### src/design/ks10Pkg.sv
// Shared constants and types for the KS10 data-bus slice.
// Bit numbering is MSB first from 0, as in the processor prints.
// Module headers use ks10Pkg:: names; bodies import the package.

`default_nettype none

package ks10Pkg;

   ////////////////////
   // Word sizes
   ////////////////////

   // Machine word and control ROM microword
   localparam int wordWidth = 36;
   localparam int cromWidth = 24;

   // Microword fields, MSB first
   localparam int cromAddrFirst = 0;
   localparam int cromAddrLast  = 11;
   localparam int dbusSelFirst  = 12;
   localparam int dbusSelLast   = 13;
   localparam int rfWriteBit    = 14;
   // 0 picks the AC field, 1 picks the low VMA bits
   localparam int rfAddrSelBit  = 15;
   localparam int acFieldFirst  = 16;
   localparam int acFieldLast   = 19;
   // Bits 20 to 23 spare

   // DBUS select codes
   typedef enum logic [1:0] {
      selFlags,
      selDp,
      selRamfile,
      selDbm
   } dbusSelT;

   ////////////////////
   // VMA and PC
   ////////////////////

   localparam int vmaFlagsWidth   = 14;
   localparam int vmaReadCycleBit = 3;
   localparam int vmaPhysicalBit  = 8;
   // VMA address covers bits 14 to 35
   localparam int vmaAddrWidth    = 22;
   localparam int vmaAddrFirst    = wordWidth - vmaAddrWidth;
   localparam int pcFlagsWidth    = 18;
   localparam int reqIntpWidth    = 3;

   // Microcode addresses exempt from the AC force
   localparam logic [cromAddrFirst:cromAddrLast] noForceAddrA = 12'o1146;
   localparam logic [cromAddrFirst:cromAddrLast] noForceAddrB = 12'o3666;

endpackage

`default_nettype wire

### src/design/microStepIf.sv
// One latched microstep with its operands.
// Driven by the CROM latch, read by the DBUS stage and the ramfile.

`timescale 1ns/1ps
`default_nettype none

interface microStepIf #(
   parameter int rfAddrWidth = 4
) ();

   import ks10Pkg::*;

   // High for one cycle per step
   logic                                 stepValid;
   dbusSelT                              dbusSel;
   logic                                 rfWrite;
   logic [0:rfAddrWidth-1]               rfAddr;
   logic [cromAddrFirst:cromAddrLast]    cromAddr;

   // Memory side
   logic [vmaAddrFirst:wordWidth-1]      vmaAddr;
   logic                                 readCycle;
   logic                                 physical;
   logic                                 cacheHit;

   // Flag word sources and data
   logic [0:reqIntpWidth-1]              reqIntp;
   logic [0:pcFlagsWidth-1]              pcFlags;
   logic [0:wordWidth-1]                 dp;
   logic [0:wordWidth-1]                 dbm;

   modport producer (
      output stepValid, dbusSel, rfWrite, rfAddr, cromAddr, vmaAddr,
             readCycle, physical, cacheHit, reqIntp, pcFlags, dp, dbm
   );

   modport consumer (
      input  stepValid, dbusSel, rfWrite, rfAddr, cromAddr, vmaAddr,
             readCycle, physical, cacheHit, reqIntp, pcFlags, dp, dbm
   );

   // Ramfile only needs address and write control
   modport store (
      input  rfAddr, rfWrite, stepValid
   );

endinterface

`default_nettype wire

### src/design/cromLatch.sv
// CROM latch for the data-bus slice.
// Captures a strobed microword with its operands and presents the
// decoded step for exactly one cycle after the strobe.

`timescale 1ns/1ps
`default_nettype none

module cromLatch #(
   parameter int rfAddrWidth = 4
) (
   input  wire logic                                        clk,
   input  wire logic                                        rstN,
   input  wire logic                                        cromStrobe,
   input  wire logic [0:ks10Pkg::cromWidth-1]               cromWord,
   input  wire logic [ks10Pkg::vmaAddrFirst:ks10Pkg::wordWidth-1] vmaAddr,
   input  wire logic [0:ks10Pkg::vmaFlagsWidth-1]           vmaFlags,
   input  wire logic                                        cacheHit,
   input  wire logic [0:ks10Pkg::reqIntpWidth-1]            reqIntp,
   input  wire logic [0:ks10Pkg::pcFlagsWidth-1]            pcFlags,
   input  wire logic [0:ks10Pkg::wordWidth-1]               dp,
   input  wire logic [0:ks10Pkg::wordWidth-1]               dbm,
   microStepIf.producer                                     step
);

   import ks10Pkg::*;

   // Ramfile address candidates
   logic [0:rfAddrWidth-1] acAddr;
   logic [0:rfAddrWidth-1] vmaLowAddr;

   ////////////////////
   // Address select
   ////////////////////

   // Zero-extend the 4-bit sources to the ramfile width
   assign acAddr     = rfAddrWidth'(cromWord[acFieldFirst:acFieldLast]);
   // Low VMA bits address an AC
   assign vmaLowAddr = rfAddrWidth'(vmaAddr[32:35]);

   ////////////////////
   // Step valid
   ////////////////////

   // One cycle per strobe, strobes may come back to back
   always_ff @(posedge clk or negedge rstN)
   begin
      if (!rstN)
         step.stepValid <= 1'b0;
      else
         step.stepValid <= cromStrobe;
   end

   ////////////////////
   // Fields and operands
   ////////////////////

   // Payload only loads on a strobe
   always_ff @(posedge clk)
   begin
      if (cromStrobe)
      begin
         step.cromAddr  <= cromWord[cromAddrFirst:cromAddrLast];
         step.dbusSel   <= dbusSelT'(cromWord[dbusSelFirst:dbusSelLast]);
         step.rfWrite   <= cromWord[rfWriteBit];
         step.rfAddr    <= cromWord[rfAddrSelBit] ? vmaLowAddr : acAddr;
         // VMA flag decode
         step.readCycle <= vmaFlags[vmaReadCycleBit];
         step.physical  <= vmaFlags[vmaPhysicalBit];
         step.vmaAddr   <= vmaAddr;
         step.cacheHit  <= cacheHit;
         step.reqIntp   <= reqIntp;
         step.pcFlags   <= pcFlags;
         step.dp        <= dp;
         step.dbm       <= dbm;
      end
   end

endmodule

`default_nettype wire

### src/design/dbusStage.sv
// DBUS mux stage.
// Forms the data bus during a valid step from flags, datapath, ramfile
// or DBM, applying the ramfile force rule, then registers it.
// The combinational bus also feeds the ramfile write port.

`timescale 1ns/1ps
`default_nettype none

module dbusStage #(
   parameter int rfAddrWidth = 4
) (
   input  wire logic                            clk,
   input  wire logic                            rstN,
   microStepIf.consumer                         step,
   input  wire logic [0:ks10Pkg::wordWidth-1]   rfData,
   output logic      [0:ks10Pkg::wordWidth-1]   busValue,
   output logic                                 dbusValid,
   output logic      [0:ks10Pkg::wordWidth-1]   dbus
);

   import ks10Pkg::*;

   logic                 acRef;
   logic                 noForceAddr;
   logic                 forceRamfile;
   logic [0:wordWidth-1] flagsWord;

   // Forced AC reads need all 16 ACs in the ramfile
   if (rfAddrWidth < 4)
   begin : gAddrCheck
      $error("dbusStage: ramfile too small for accumulators");
   end

   ////////////////////
   // Force rule
   ////////////////////

   // AC reference, lowest 16 addresses and never physical
   assign acRef = ~step.physical & (step.vmaAddr[18:31] == '0);

   // Two microcode locations skip the AC force
   assign noForceAddr = (step.cromAddr == noForceAddrA) |
                        (step.cromAddr == noForceAddrB);

   // Read cycle takes the ramfile in place of memory
   assign forceRamfile = (acRef & step.readCycle & ~noForceAddr) |
                         (step.cacheHit & step.readCycle);

   ////////////////////
   // Bus mux
   ////////////////////

   // PC flags, a zero, PI level, four ones, low VMA bits
   assign flagsWord = {step.pcFlags, 1'b0, step.reqIntp, 4'b1111,
                       step.vmaAddr[26:35]};

   always_comb
   begin
      case (step.dbusSel)
         selFlags:   busValue = flagsWord;
         selDp:      busValue = step.dp;
         selRamfile: busValue = rfData;
         // DBM unless the force rule picks the ramfile
         selDbm:     busValue = forceRamfile ? rfData : step.dbm;
         default:    busValue = step.dbm;
      endcase
   end

   ////////////////////
   // Output register
   ////////////////////

   // Valid for one cycle, bus held until the next step
   always_ff @(posedge clk or negedge rstN)
   begin
      if (!rstN)
      begin
         dbusValid <= 1'b0;
         dbus      <= '0;
      end
      else
      begin
         dbusValid <= step.stepValid;
         if (step.stepValid)
            dbus <= busValue;
      end
   end

endmodule

`default_nettype wire

### src/design/ks10Dbus.sv
// Top level of the KS10 data-bus slice.
// Strobe a microword with its operands; dbus appears with dbusValid
// two cycles later. Steps may be strobed on every cycle.

`timescale 1ns/1ps
`default_nettype none

module ks10Dbus #(
   parameter int rfAddrWidth = 4
) (
   input  wire logic                                        clk,
   input  wire logic                                        rstN,
   input  wire logic                                        cromStrobe,
   input  wire logic [0:ks10Pkg::cromWidth-1]               cromWord,
   input  wire logic [ks10Pkg::vmaAddrFirst:ks10Pkg::wordWidth-1] vmaAddr,
   input  wire logic [0:ks10Pkg::vmaFlagsWidth-1]           vmaFlags,
   input  wire logic                                        cacheHit,
   input  wire logic [0:ks10Pkg::reqIntpWidth-1]            reqIntp,
   input  wire logic [0:ks10Pkg::pcFlagsWidth-1]            pcFlags,
   input  wire logic [0:ks10Pkg::wordWidth-1]               dp,
   input  wire logic [0:ks10Pkg::wordWidth-1]               dbm,
   output logic                                             dbusValid,
   output logic      [0:ks10Pkg::wordWidth-1]               dbus
);

   import ks10Pkg::*;

   // Ramfile read word and bus write data
   logic [0:wordWidth-1] rfData;
   logic [0:wordWidth-1] busValue;

   microStepIf #(.rfAddrWidth(rfAddrWidth)) step ();

   ////////////////////
   // Producer
   ////////////////////

   cromLatch #(.rfAddrWidth(rfAddrWidth)) uCromLatch (
      .clk        (clk),
      .rstN       (rstN),
      .cromStrobe (cromStrobe),
      .cromWord   (cromWord),
      .vmaAddr    (vmaAddr),
      .vmaFlags   (vmaFlags),
      .cacheHit   (cacheHit),
      .reqIntp    (reqIntp),
      .pcFlags    (pcFlags),
      .dp         (dp),
      .dbm        (dbm),
      .step       (step.producer)
   );

   ////////////////////
   // Ramfile and bus
   ////////////////////

   ramfile #(.rfAddrWidth(rfAddrWidth)) uRamfile (
      .clk       (clk),
      .rstN      (rstN),
      .step      (step.store),
      .writeData (busValue),
      .readData  (rfData)
   );

   dbusStage #(.rfAddrWidth(rfAddrWidth)) uDbusStage (
      .clk       (clk),
      .rstN      (rstN),
      .step      (step.consumer),
      .rfData    (rfData),
      .busValue  (busValue),
      .dbusValid (dbusValid),
      .dbus      (dbus)
   );

endmodule

`default_nettype wire

### src/design/ramfile.sv
// Accumulator ramfile.
// Combinational read at the step address; the bus value is written
// at the end of a valid step that has rfWrite set.

`timescale 1ns/1ps
`default_nettype none

module ramfile #(
   parameter int rfAddrWidth = 4
) (
   input  wire logic                            clk,
   input  wire logic                            rstN,
   microStepIf.store                            step,
   input  wire logic [0:ks10Pkg::wordWidth-1]   writeData,
   output logic      [0:ks10Pkg::wordWidth-1]   readData
);

   import ks10Pkg::*;

   // Words above 15 reserved for wider variants
   localparam int rfDepth = 2 ** rfAddrWidth;

   logic [0:wordWidth-1] rfMem [0:rfDepth-1];
   logic                 rfWe;

   ////////////////////
   // Write port
   ////////////////////

   assign rfWe = step.stepValid & step.rfWrite;

   // All ACs read as zero after reset
   always_ff @(posedge clk or negedge rstN)
   begin
      if (!rstN)
      begin
         for (int i = 0; i < rfDepth; i++)
            rfMem[i] <= '0;
      end
      else if (rfWe)
      begin
         rfMem[step.rfAddr] <= writeData;
      end
   end

   ////////////////////
   // Read port
   ////////////////////

   // Sees a write from the previous step
   assign readData = rfMem[step.rfAddr];

endmodule

`default_nettype wire

### config.mk
export PLATFORM = sky130hd
export DESIGN_NAME = ks10Dbus
export DESIGN_NICKNAME = d
export VERILOG_FILES = /design/src/design/ks10Pkg.sv /design/src/design/microStepIf.sv /design/src/design/cromLatch.sv /design/src/design/dbusStage.sv /design/src/design/ks10Dbus.sv /design/src/design/ramfile.sv
export SDC_FILE = /design/constraint.sdc
export NUM_CORES = 1
export LEC_CHECK = 0
export ABC_CLOCK_PERIOD_IN_PS = 3350
export BUFFER_PORTS_ARGS = -buffer_cell sky130_fd_sc_hd__buf_2
export CAP_MARGIN = 20
export CORE_MARGIN = 8
export CORE_UTILIZATION = 61
export CTS_CLUSTER_DIAMETER = 120
export DETAILED_ROUTE_END_ITERATION = 10
export HOLD_SLACK_MARGIN = 0.1
export PLACE_DENSITY = 0.77
export REMOVE_ABC_BUFFERS = 1
export SKIP_LAST_GASP = 1
export SYNTH_ARGS = -nofsm -noshare
export SYNTH_HDL_FRONTEND = slang
export SYNTH_SLANG_ARGS = --single-unit
### constraint.sdc
create_clock -name clk -period 3.35 [get_ports clk]
set_input_delay 0.67 -clock clk [delete_from_list [all_inputs] [get_ports clk]]
set_output_delay 0.67 -clock clk [all_outputs]
set_load 0.01 [all_outputs]
Word-level counts from Yosys, hierarchy flattened:

Cells that the tools add are included.

* output and inout port bits: 37
* register bits: 747
* word-level logic and storage cells: 60
* input bits: 157

* multiplexer cells: 9
* order comparisons: 2
* bitwise logic cells: 10
* eq/ne operators: 5
* reduce and logical (&&, ||, !) cells: 3

Operators with widths (count)
* $bwmux 576: 1
* $bmux 36 s4: 1
* $demux 36 s4: 1
* $mux 36: 4
* $pmux 36 s4: 1
* $logic_not 14->1: 1
* $eq 12x10->1 const B: 1
* $eq 12x11->1 const B: 1
* $and 1x1->1: 5
* $ge 5x5->1 const B: 1
* $lt 5x1->1 const B: 1
* $not 4->5: 1
* $eq 2x2->1 const B: 2
* $mux 4: 1
* $eq 2x1->1 const B: 1
* $logic_not 2->1: 1
* $not 1->1: 2
* $or 1x1->1: 2
* $logic_and 1x1->1: 1

Logic depth before layout (Yosys ltp):

Gate-level depths: netlist (run 1).

* depth after elaboration: 8
* gate-level depth with buffers: 11
* gate-level depth less buffers: 5

Modules after synthesis:

From an unflattened synthesis (run 1), not the netlist that was laid out.

* cells, all modules: 2077
* area total of the unflattened synthesis: 33280.7 um2

By module, submodules not included
* ramfile: instances 1, seq. area each 14413.8 um2, cells each 1570, area each 25979.9 um2
* cromLatch: instances 1, seq. area each 4139.0 um2, cells each 142, area each 4184.0 um2
* dbusStage: instances 1, seq. area each 925.9 um2, cells each 365, area each 3116.7 um2

Worst setup path before layout (run 1):

OpenSTA, ideal clock, no wires.

* kind: register to register
* start: register uCromLatch.step.rfAddr[3]
* end: register uRamfile.rfMem[113] (netlist name)
* setup time: 0.139 ns
* setup slack: 0.952 ns
* path buffers: 4
* data arrival time: 2.259 ns
* clock period less this slack: 2.398 ns
* cell stages (with the launch flop): 10
* cells stage by stage: edfxtp_1 buf_4 buf_4 buf_2 mux4_2 a22oi_1 nand2_1 o21ai_1 buf_2 a31oi_1

* cells in the longest elaborated chain, start to end: 7
* elaborated cells on any way between the ends: 12

Ends and longest elaborated chain
* from (decl): line microStepIf.sv:33 `output stepValid, dbusSel, rfWrite, rfAddr, cromAddr, vmaAddr,`
* from (signal assigned): line cromLatch.sv:65 `step.rfAddr <= cromWord[rfAddrSelBit] ? vmaLowAddr : acAddr;`
* $not 4->5 (implied by the code) (*): line ramfile.sv:42, ramfile.sv:51
* $bmux 36 s4: line ramfile.sv:51 `assign readData = rfMem[step.rfAddr];`
* $mux 36 (implied by the code) (2 in a row): line ramfile.sv:51
* $mux 36: line dbusStage.sv:64 `selDbm: busValue = forceRamfile ? rfData : step.dbm;`
* $pmux 36 s4: line dbusStage.sv:59 `case (step.dbusSel)`
* $bwmux 576 (*): line ramfile.sv:42 `rfMem[step.rfAddr] <= writeData;`
* to (signal, indexed assignment): line ramfile.sv:42
* to (decl): line ramfile.sv:23 `logic [0:wordWidth-1] rfMem [0:rfDepth-1];`

Every way passes the cells marked *; elsewhere a longest branch is shown, timed or not. The select of a mux whose other input is x is not followed.
A chain may end at the register's enable or synchronous reset.

Worst setup path in the final report (run 1):

* start: register uCromLatch.step.vmaAddr[29]
* end: register uRamfile.rfMem[466] (netlist name)

* cells in the longest elaborated chain, start to end: 8

Ends and longest elaborated chain
* from (decl): line microStepIf.sv:33
* $logic_not 14->1: line dbusStage.sv:39 `assign acRef = ~step.physical & (step.vmaAddr[18:31] == '0);`
* $and 1x1->1: line dbusStage.sv:39
* $and 1x1->1 (2 in a row): line dbusStage.sv:46 `assign forceRamfile = (acRef & step.readCycle & ~noForceAddr) |`
* $or 1x1->1: line dbusStage.sv:46
* $mux 36: line dbusStage.sv:64
* $pmux 36 s4: line dbusStage.sv:59
* $bwmux 576: line ramfile.sv:42

Every way passes these cells.

==> impl_metrics.ini, run 1 <==
[power_and_ir_drop]
power_mw = 29.3
ir_worst_vdd_mv = 0.518
leakage_nw = 17.2
p_per_area_nw_per_um2 = 746

[global_route]
grt.overflow.total = 0
grt_pass1_vias = 28600
grt_pass1_wl_um = 164000
grt_use_total = 0.330
grt_max_degree = 89
grt_antenna_before_repair = 1

[timing]
slew_headroom = 0.335
worstMarginPinSlew_ns = 0.998
period_share = 0.919
setup_viol = 0
worst_clock_skew_ns = 0.0169
finalHoldViolations = 0
drv_slew = 0
rsz0062_at_grt = false
period_minus_slack_ns = 3.08
clock.fmax_ghz = 0.325

[finish]
drive_gt1_frac = 0.186
antenna_cells = 0
final_design_area_no_fill_um2 = 39300
syn_to_final_growth_pct = 12.8
fin_nets = 3497
seq_area_um2 = 19400
fill_cells = 3872
multi_input_area_um2 = 14100

[logic_synthesis]
ys_warn_count = 0
synth_area_um2 = 34900
synth_area_leader_cell = dfrtp_1
synth-seq-cells = 747
ys_async_sr_fraction = 0.822
synth_top_area_frac = 0.441
synth_edf_count = 133
postSynthCellCount = 3282
synth_most_common_cell = nor2_1
ys_types = 53
yosysSeqAreaShare = 0.555
syn_area_per_cell_um2 = 10.6
ys.flop_type = dfrtp_1
ys_top_cells_by_area = dfrtp_1, edfxtp_1, nor2_1
ys_top_cells_by_count = nor2_1, dfrtp_1, a31oi_1

[placement]
dp_hpwl_um = 64000
placed_area_um2 = 36800
port_buffers = 173
gp_congestion = 0.851

[detailed_routing]
ant_nets = 0
drc_errors = 0
dr_total_vias = 28700
via_per_inst = 6.91
post_drt_wl_per_cell_um = 26.0
routed_wl_um = 108000
dr.pass1.iters = 6
drtIter0Drc = 3895

[floorplanning]
fp.dieArea_um2 = 65100
start_util = 0.617
die_x_um = 255
rows = 87
fp.dieH_um = 255
ios = 194
core_area_um2 = 56500

[clocking]
cts_setup_buffers = 0
cts_tree = built
cts_root_buf = clkbuf_16
clkSinkCount = 747
clock_latency_ns = 0.63
cts_resized = 0
htree_levels = 3
clockBufferDepth = 3
clk_pin_slew_ns = 0.06
cts_buffers = 78
cts_hold_buffers = 0

[critical_path]
ff2ff_setup_slack_ns = 0.27
rr_startpoint = uCromLatch.step.vmaAddr[29]
arrival_ns = 3.53
crit_type = register to register
cp_max_fo = 17
setup.worst_path.start_class = register
rr_endpoint = uRamfile.rfMem[466]
rr_worst_depth = 6
worstPathRequired_ns = 3.81
cp-end-kind = register

[min_path]
hold_class = input pin to async pin

[job]
drv_cap = 0

[run_status]
status = completed
## flip-flops by register name, indices dropped and copies added, names as in the netlist, 2 cells and up
name,count
uCromLatch.step.dbusSel,2
uDbusStage.dbus,36
uCromLatch.step.cromAddr,12
uRamfile.rfMem,576
uCromLatch.step.reqIntp,3
uCromLatch.step.pcFlags,18
uCromLatch.step.dbm,36
uCromLatch.step.dp,36
uCromLatch.step.vmaAddr,18
uCromLatch.step.rfAddr,4
## how the worst max path moves through the flow
stage / slack (ns) / to / from / cells past startpoint
after floorplan: -5.81 / uRamfile.rfMem[449] / uCromLatch.step.rfAddr[3] / 3
after global placement: 0.41 / uRamfile.rfMem[466] / uCromLatch.step.vmaAddr[29] / 6
after detailed placement: 0.35 / uRamfile.rfMem[521] / uCromLatch.step.rfAddr[2] / 6
after CTS: 0.33 / uRamfile.rfMem[466] / uCromLatch.step.vmaAddr[29] / 6
after global routing: 0.22 / uRamfile.rfMem[466] / uCromLatch.step.vmaAddr[29] / 6
final: 0.27 / uRamfile.rfMem[466] / uCromLatch.step.vmaAddr[29] / 6
## critical path, cell delays in order (launching register included)
cell and delay [ns]:
edfxtp_1 0.39, nor4_1 0.42, nand4_1 0.47, a211oi_4 0.38, buf_4 0.33, o21a_1 0.70
o41ai_1 0.21
## stage by stage
step | utilization | hold WS (ns) | setup TNS (ns) | cells | worst slack, ns
2_1_floorplan | - | 0.374 | -3145.56 | 2946 | -5.81
3_3_place_gp | 0.652 | 0.450 | 0 | 4014 | 0.407
3_5_place_dp | 0.652 | 0.462 | 0 | 4014 | 0.348
4_1_cts | 0.696 | 0.147 | 0 | 4154 | 0.329
5_1_grt | 0.696 | 0.157 | 0 | 4156 | 0.225
6_report | 0.696 | 0.129 | 0 | 4156 | 0.272
## placed cells by master (no fill, tap or decap), drive strengths merged, types with 30 or more instances in the layout
cell type / netlist / layout
nor2: 714 / 714
dfrtp: 614 / 614
a31oi: 365 / 365
nand2: 344 / 344
buf: 119 / 314
o31ai: 196 / 196
edfxtp: 133 / 133
clkbuf: 217 / 112
mux4: 108 / 108
mux2i: 99 / 99
a22oi: 70 / 70
o41ai: 33 / 33
nand3: 30 / 30
## power breakdown
group,switching [mW],leakage (nW),internal [mW]
Clock,3.55,1.23,4.98
Combinational,3.77,7.10,3.25
Sequential,1.62,8.88,12.2
## cells by family (layout without fill, tap and decap cells)
| kind of cell | count (synthesis) | in the layout | synth area share |
|---|---|---|---|
| AOI/OAI and AO/OA | 783 | 783 | 0.165 |
| buffers and inverters | 363 | 481 | 0.0445 |
| DFF | 747 | 747 | 0.555 |
| muxes | 216 | 216 | 0.101 |
| and+or+nand+nor | 1173 | 1173 | 0.134 |
## final cells by class
cell class              instances  area share
clock buffers                 112      0.0573
clock inverters                28     0.00630
inverters                      27     0.00258
multi-input cells            2172       0.358
flip-flops and latches        747       0.492
well taps                     756      0.0240
repair buffers                314      0.0595
## layer usage
layer  global-route usage  vias up  part of all wire
met3               0.0865      479              0.13
li1                     -    12100                 -
met4                0.180        2             0.061
met2                0.512     2076              0.46
met5                    0        -           0.00010
met1                0.424    14100              0.35
No activity file was read; power rests on OpenSTA's default activity.
==> run 2: changes to the inputs <==
--- a/config.mk
+++ b/config.mk
@@ -9,13 +9,15 @@
 export BUFFER_PORTS_ARGS = -buffer_cell sky130_fd_sc_hd__buf_2
 export CAP_MARGIN = 20
 export CORE_MARGIN = 8
-export CORE_UTILIZATION = 61
+export CORE_UTILIZATION = 64
+export CTS_BUF_LIST = sky130_fd_sc_hd__clkbuf_2 sky130_fd_sc_hd__clkbuf_4 sky130_fd_sc_hd__clkbuf_8
 export CTS_CLUSTER_DIAMETER = 120
 export DETAILED_ROUTE_END_ITERATION = 10
 export HOLD_SLACK_MARGIN = 0.1
-export PLACE_DENSITY = 0.77
+export PLACE_DENSITY = 0.8
 export REMOVE_ABC_BUFFERS = 1
 export SKIP_LAST_GASP = 1
+export SLEW_MARGIN = 25
 export SYNTH_ARGS = -nofsm -noshare
 export SYNTH_HDL_FRONTEND = slang
 export SYNTH_SLANG_ARGS = --single-unit
==> constraint.sdc (replaced) <==
create_clock -name clk -period 3.35 [get_ports clk]
set_input_delay 0 -clock clk [delete_from_list [all_inputs] [get_ports clk]]
set_output_delay 0 -clock clk [all_outputs]
set_load 0.01 [all_outputs]
==> impl_metrics.ini, run 2 (same netlist as run 1, synthesis figures left out) <==
[run_status]
status = completed

[finish]
syn_to_final_growth_pct = 20.5
layout_common_cells = nor2_1, dfrtp_1, a31oi_1
multi_input_area_um2 = 14100
drive_gt1_frac = 0.196
fill_cells = 3140
fin_nets = 3816
top_register = uRamfile.rfMem
final_common_cell = nor2_1
largest_reg_flops = 576
seq_area_um2 = 19400

[timing]
worst_clock_skew_ns = 0.0657
slew_headroom = 0.353
drv_slew = 0
period_minus_slack_ns = 3.28
worst_hold_slack_ns = 0.242
clock.fmax_ghz = 0.305
worstMarginPinSlew_ns = 0.971
rsz0062_at_grt = false
setup_viol = 0
finalHoldViolations = 0
period_share = 0.980

[critical_path]
path_cells = or3b_2, nor2_4, a211oi_4, buf_12, o311a_1, buf_4, o31ai_1
cp_slowest_cell = o31ai_1
setup.worst_path.start_class = register
arrival_ns = 3.87
cp_max_fo = 28
worstPathRequired_ns = 3.94
crit_type = register to register
rr_worst_depth = 7
cp-end-kind = register
max_stage_delay_ns = 0.64

[placement]
dp_hpwl_um = 64700
port_buffers = 173
gp_congestion = 0.871

[detailed_routing]
via_per_inst = 7.00
drc_errors = 0
dr_total_vias = 31200
routed_wl_um = 121000
ant_nets = 0
drtIter0Drc = 4776
dr.pass1.iters = 8
post_drt_wl_per_cell_um = 27.1

[clocking]
clock_latency_ns = 0.77
cts_root_buf = clkbuf_8
clkSinkCount = 747
clk_pin_slew_ns = 0.09
htree_levels = 3
cts_buffers = 117
cts_tree = built
clockBufferDepth = 3

[min_path]
holdPathStages = 3
hold_class = input pin to register

[floorplanning]
start_util = 0.648
die_x_um = 249
fp.dieArea_um2 = 62200
ios = 194
fp.dieH_um = 249
rows = 85
core_area_um2 = 53800

[global_route]
grt.overflow.total = 0
grt_use_total = 0.380
grt_max_degree = 120
grt_antenna_before_repair = 11
grt_pass1_wl_um = 183000
grt_pass1_vias = 32100

[power_and_ir_drop]
power_mw = 29.7
p_per_area_nw_per_um2 = 708
ir_worst_vdd_mv = 0.405
leakage_nw = 18.5

[job]
drv_cap = 0
run 2: cell count changes in the layout (fill, tap and decap cells not counted), moves of 2 or more:
cell	previous run	this run
nor2_2	15	13
dlygate4sd3_1	0	272
clkbuf_16	81	0
buf_4	109	124
clkbuf_4	0	55
buf_12	32	24
diode_2	0	9
clkbuf_1	20	0
nor2_4	0	2
clkbuf_8	11	134
clkinv_4	2	0
run 2: critical path, delay by kind of cell (launching register included):
family	cells	cell delay, ns
AND/OR/NAND/NOR	2	0.90
AO/OA/AOI/OAI	3	1.25
flip-flops	1	0.48
buffers and inverters	2	0.45
run 2: power breakdown:
| part | total (mW) | internal [mW] | switching (mW) | leakage [nW] |
|---|---|---|---|---|
| logic | 7.50 | 3.49 | 4.01 | 8.24 |
| registers | 13.9 | 12.2 | 1.72 | 8.88 |
| clock network | 8.35 | 4.56 | 3.79 | 1.34 |
| total | 29.7 | 20.2 | 9.52 | 18.5 |
run 2: cell type report:
class	instances	share of cell area
clock inverters	28	0.00578
well taps	696	0.0207
flip-flops and latches	747	0.461
repair buffers	594	0.120
clock buffers	189	0.0538
inverters	27	0.00241
multi-input cells	2172	0.336
diodes	9	0.000536
run 2: metal layers:
metal / up-vias / wire length (um) / GRT usage
met5: - / 26 / 0.00317
met4: 4 / 8600 / 0.246
met3: 716 / 17300 / 0.122
met2: 2678 / 55200 / 0.590
met1: 15100 / 39800 / 0.456
li1: 12700 / - / -
run 2: path summary, 6_finish.rpt:
check | start | end | slack [ns]
min in group asynchronous | rstN | uRamfile.rfMem[110] | 0.46
max in group asynchronous | rstN | uDbusStage.dbus[15] | 2.14
worst min-delay path | cromWord[15] | uCromLatch.step.rfAddr[0] | 0.24
worst min register to register | uRamfile.rfMem[10] | uRamfile.rfMem[10] | 0.47
worst max-delay path | uCromLatch.step.cromAddr[10] | uRamfile.rfMem[362] | 0.07
worst max register to register | uCromLatch.step.cromAddr[10] | uRamfile.rfMem[362] | 0.07
run 2: per-stage QoR:
stage	worst slack [ns]	cells	utilization	area (um2)	TNS [ns]
2_1_floorplan	-5.81	2946	-	33400	-3145.56
3_3_place_gp	0.473	3963	0.682	36700	0
3_5_place_dp	0.393	3963	0.682	36700	0
4_1_cts	0.345	4453	0.780	42000	0
5_1_grt	0.0480	4459	0.780	42000	0
6_report	0.0680	4462	0.780	42000	0
run 2: repair_timing:
item                                    4_1_cts  5_1_grt
buffers inserted                              0        0
endpoints found under the setup margin        0        1
gates resized for setup                       0        1
hold buffers                                273        0
hold endpoints to repair                    881        0
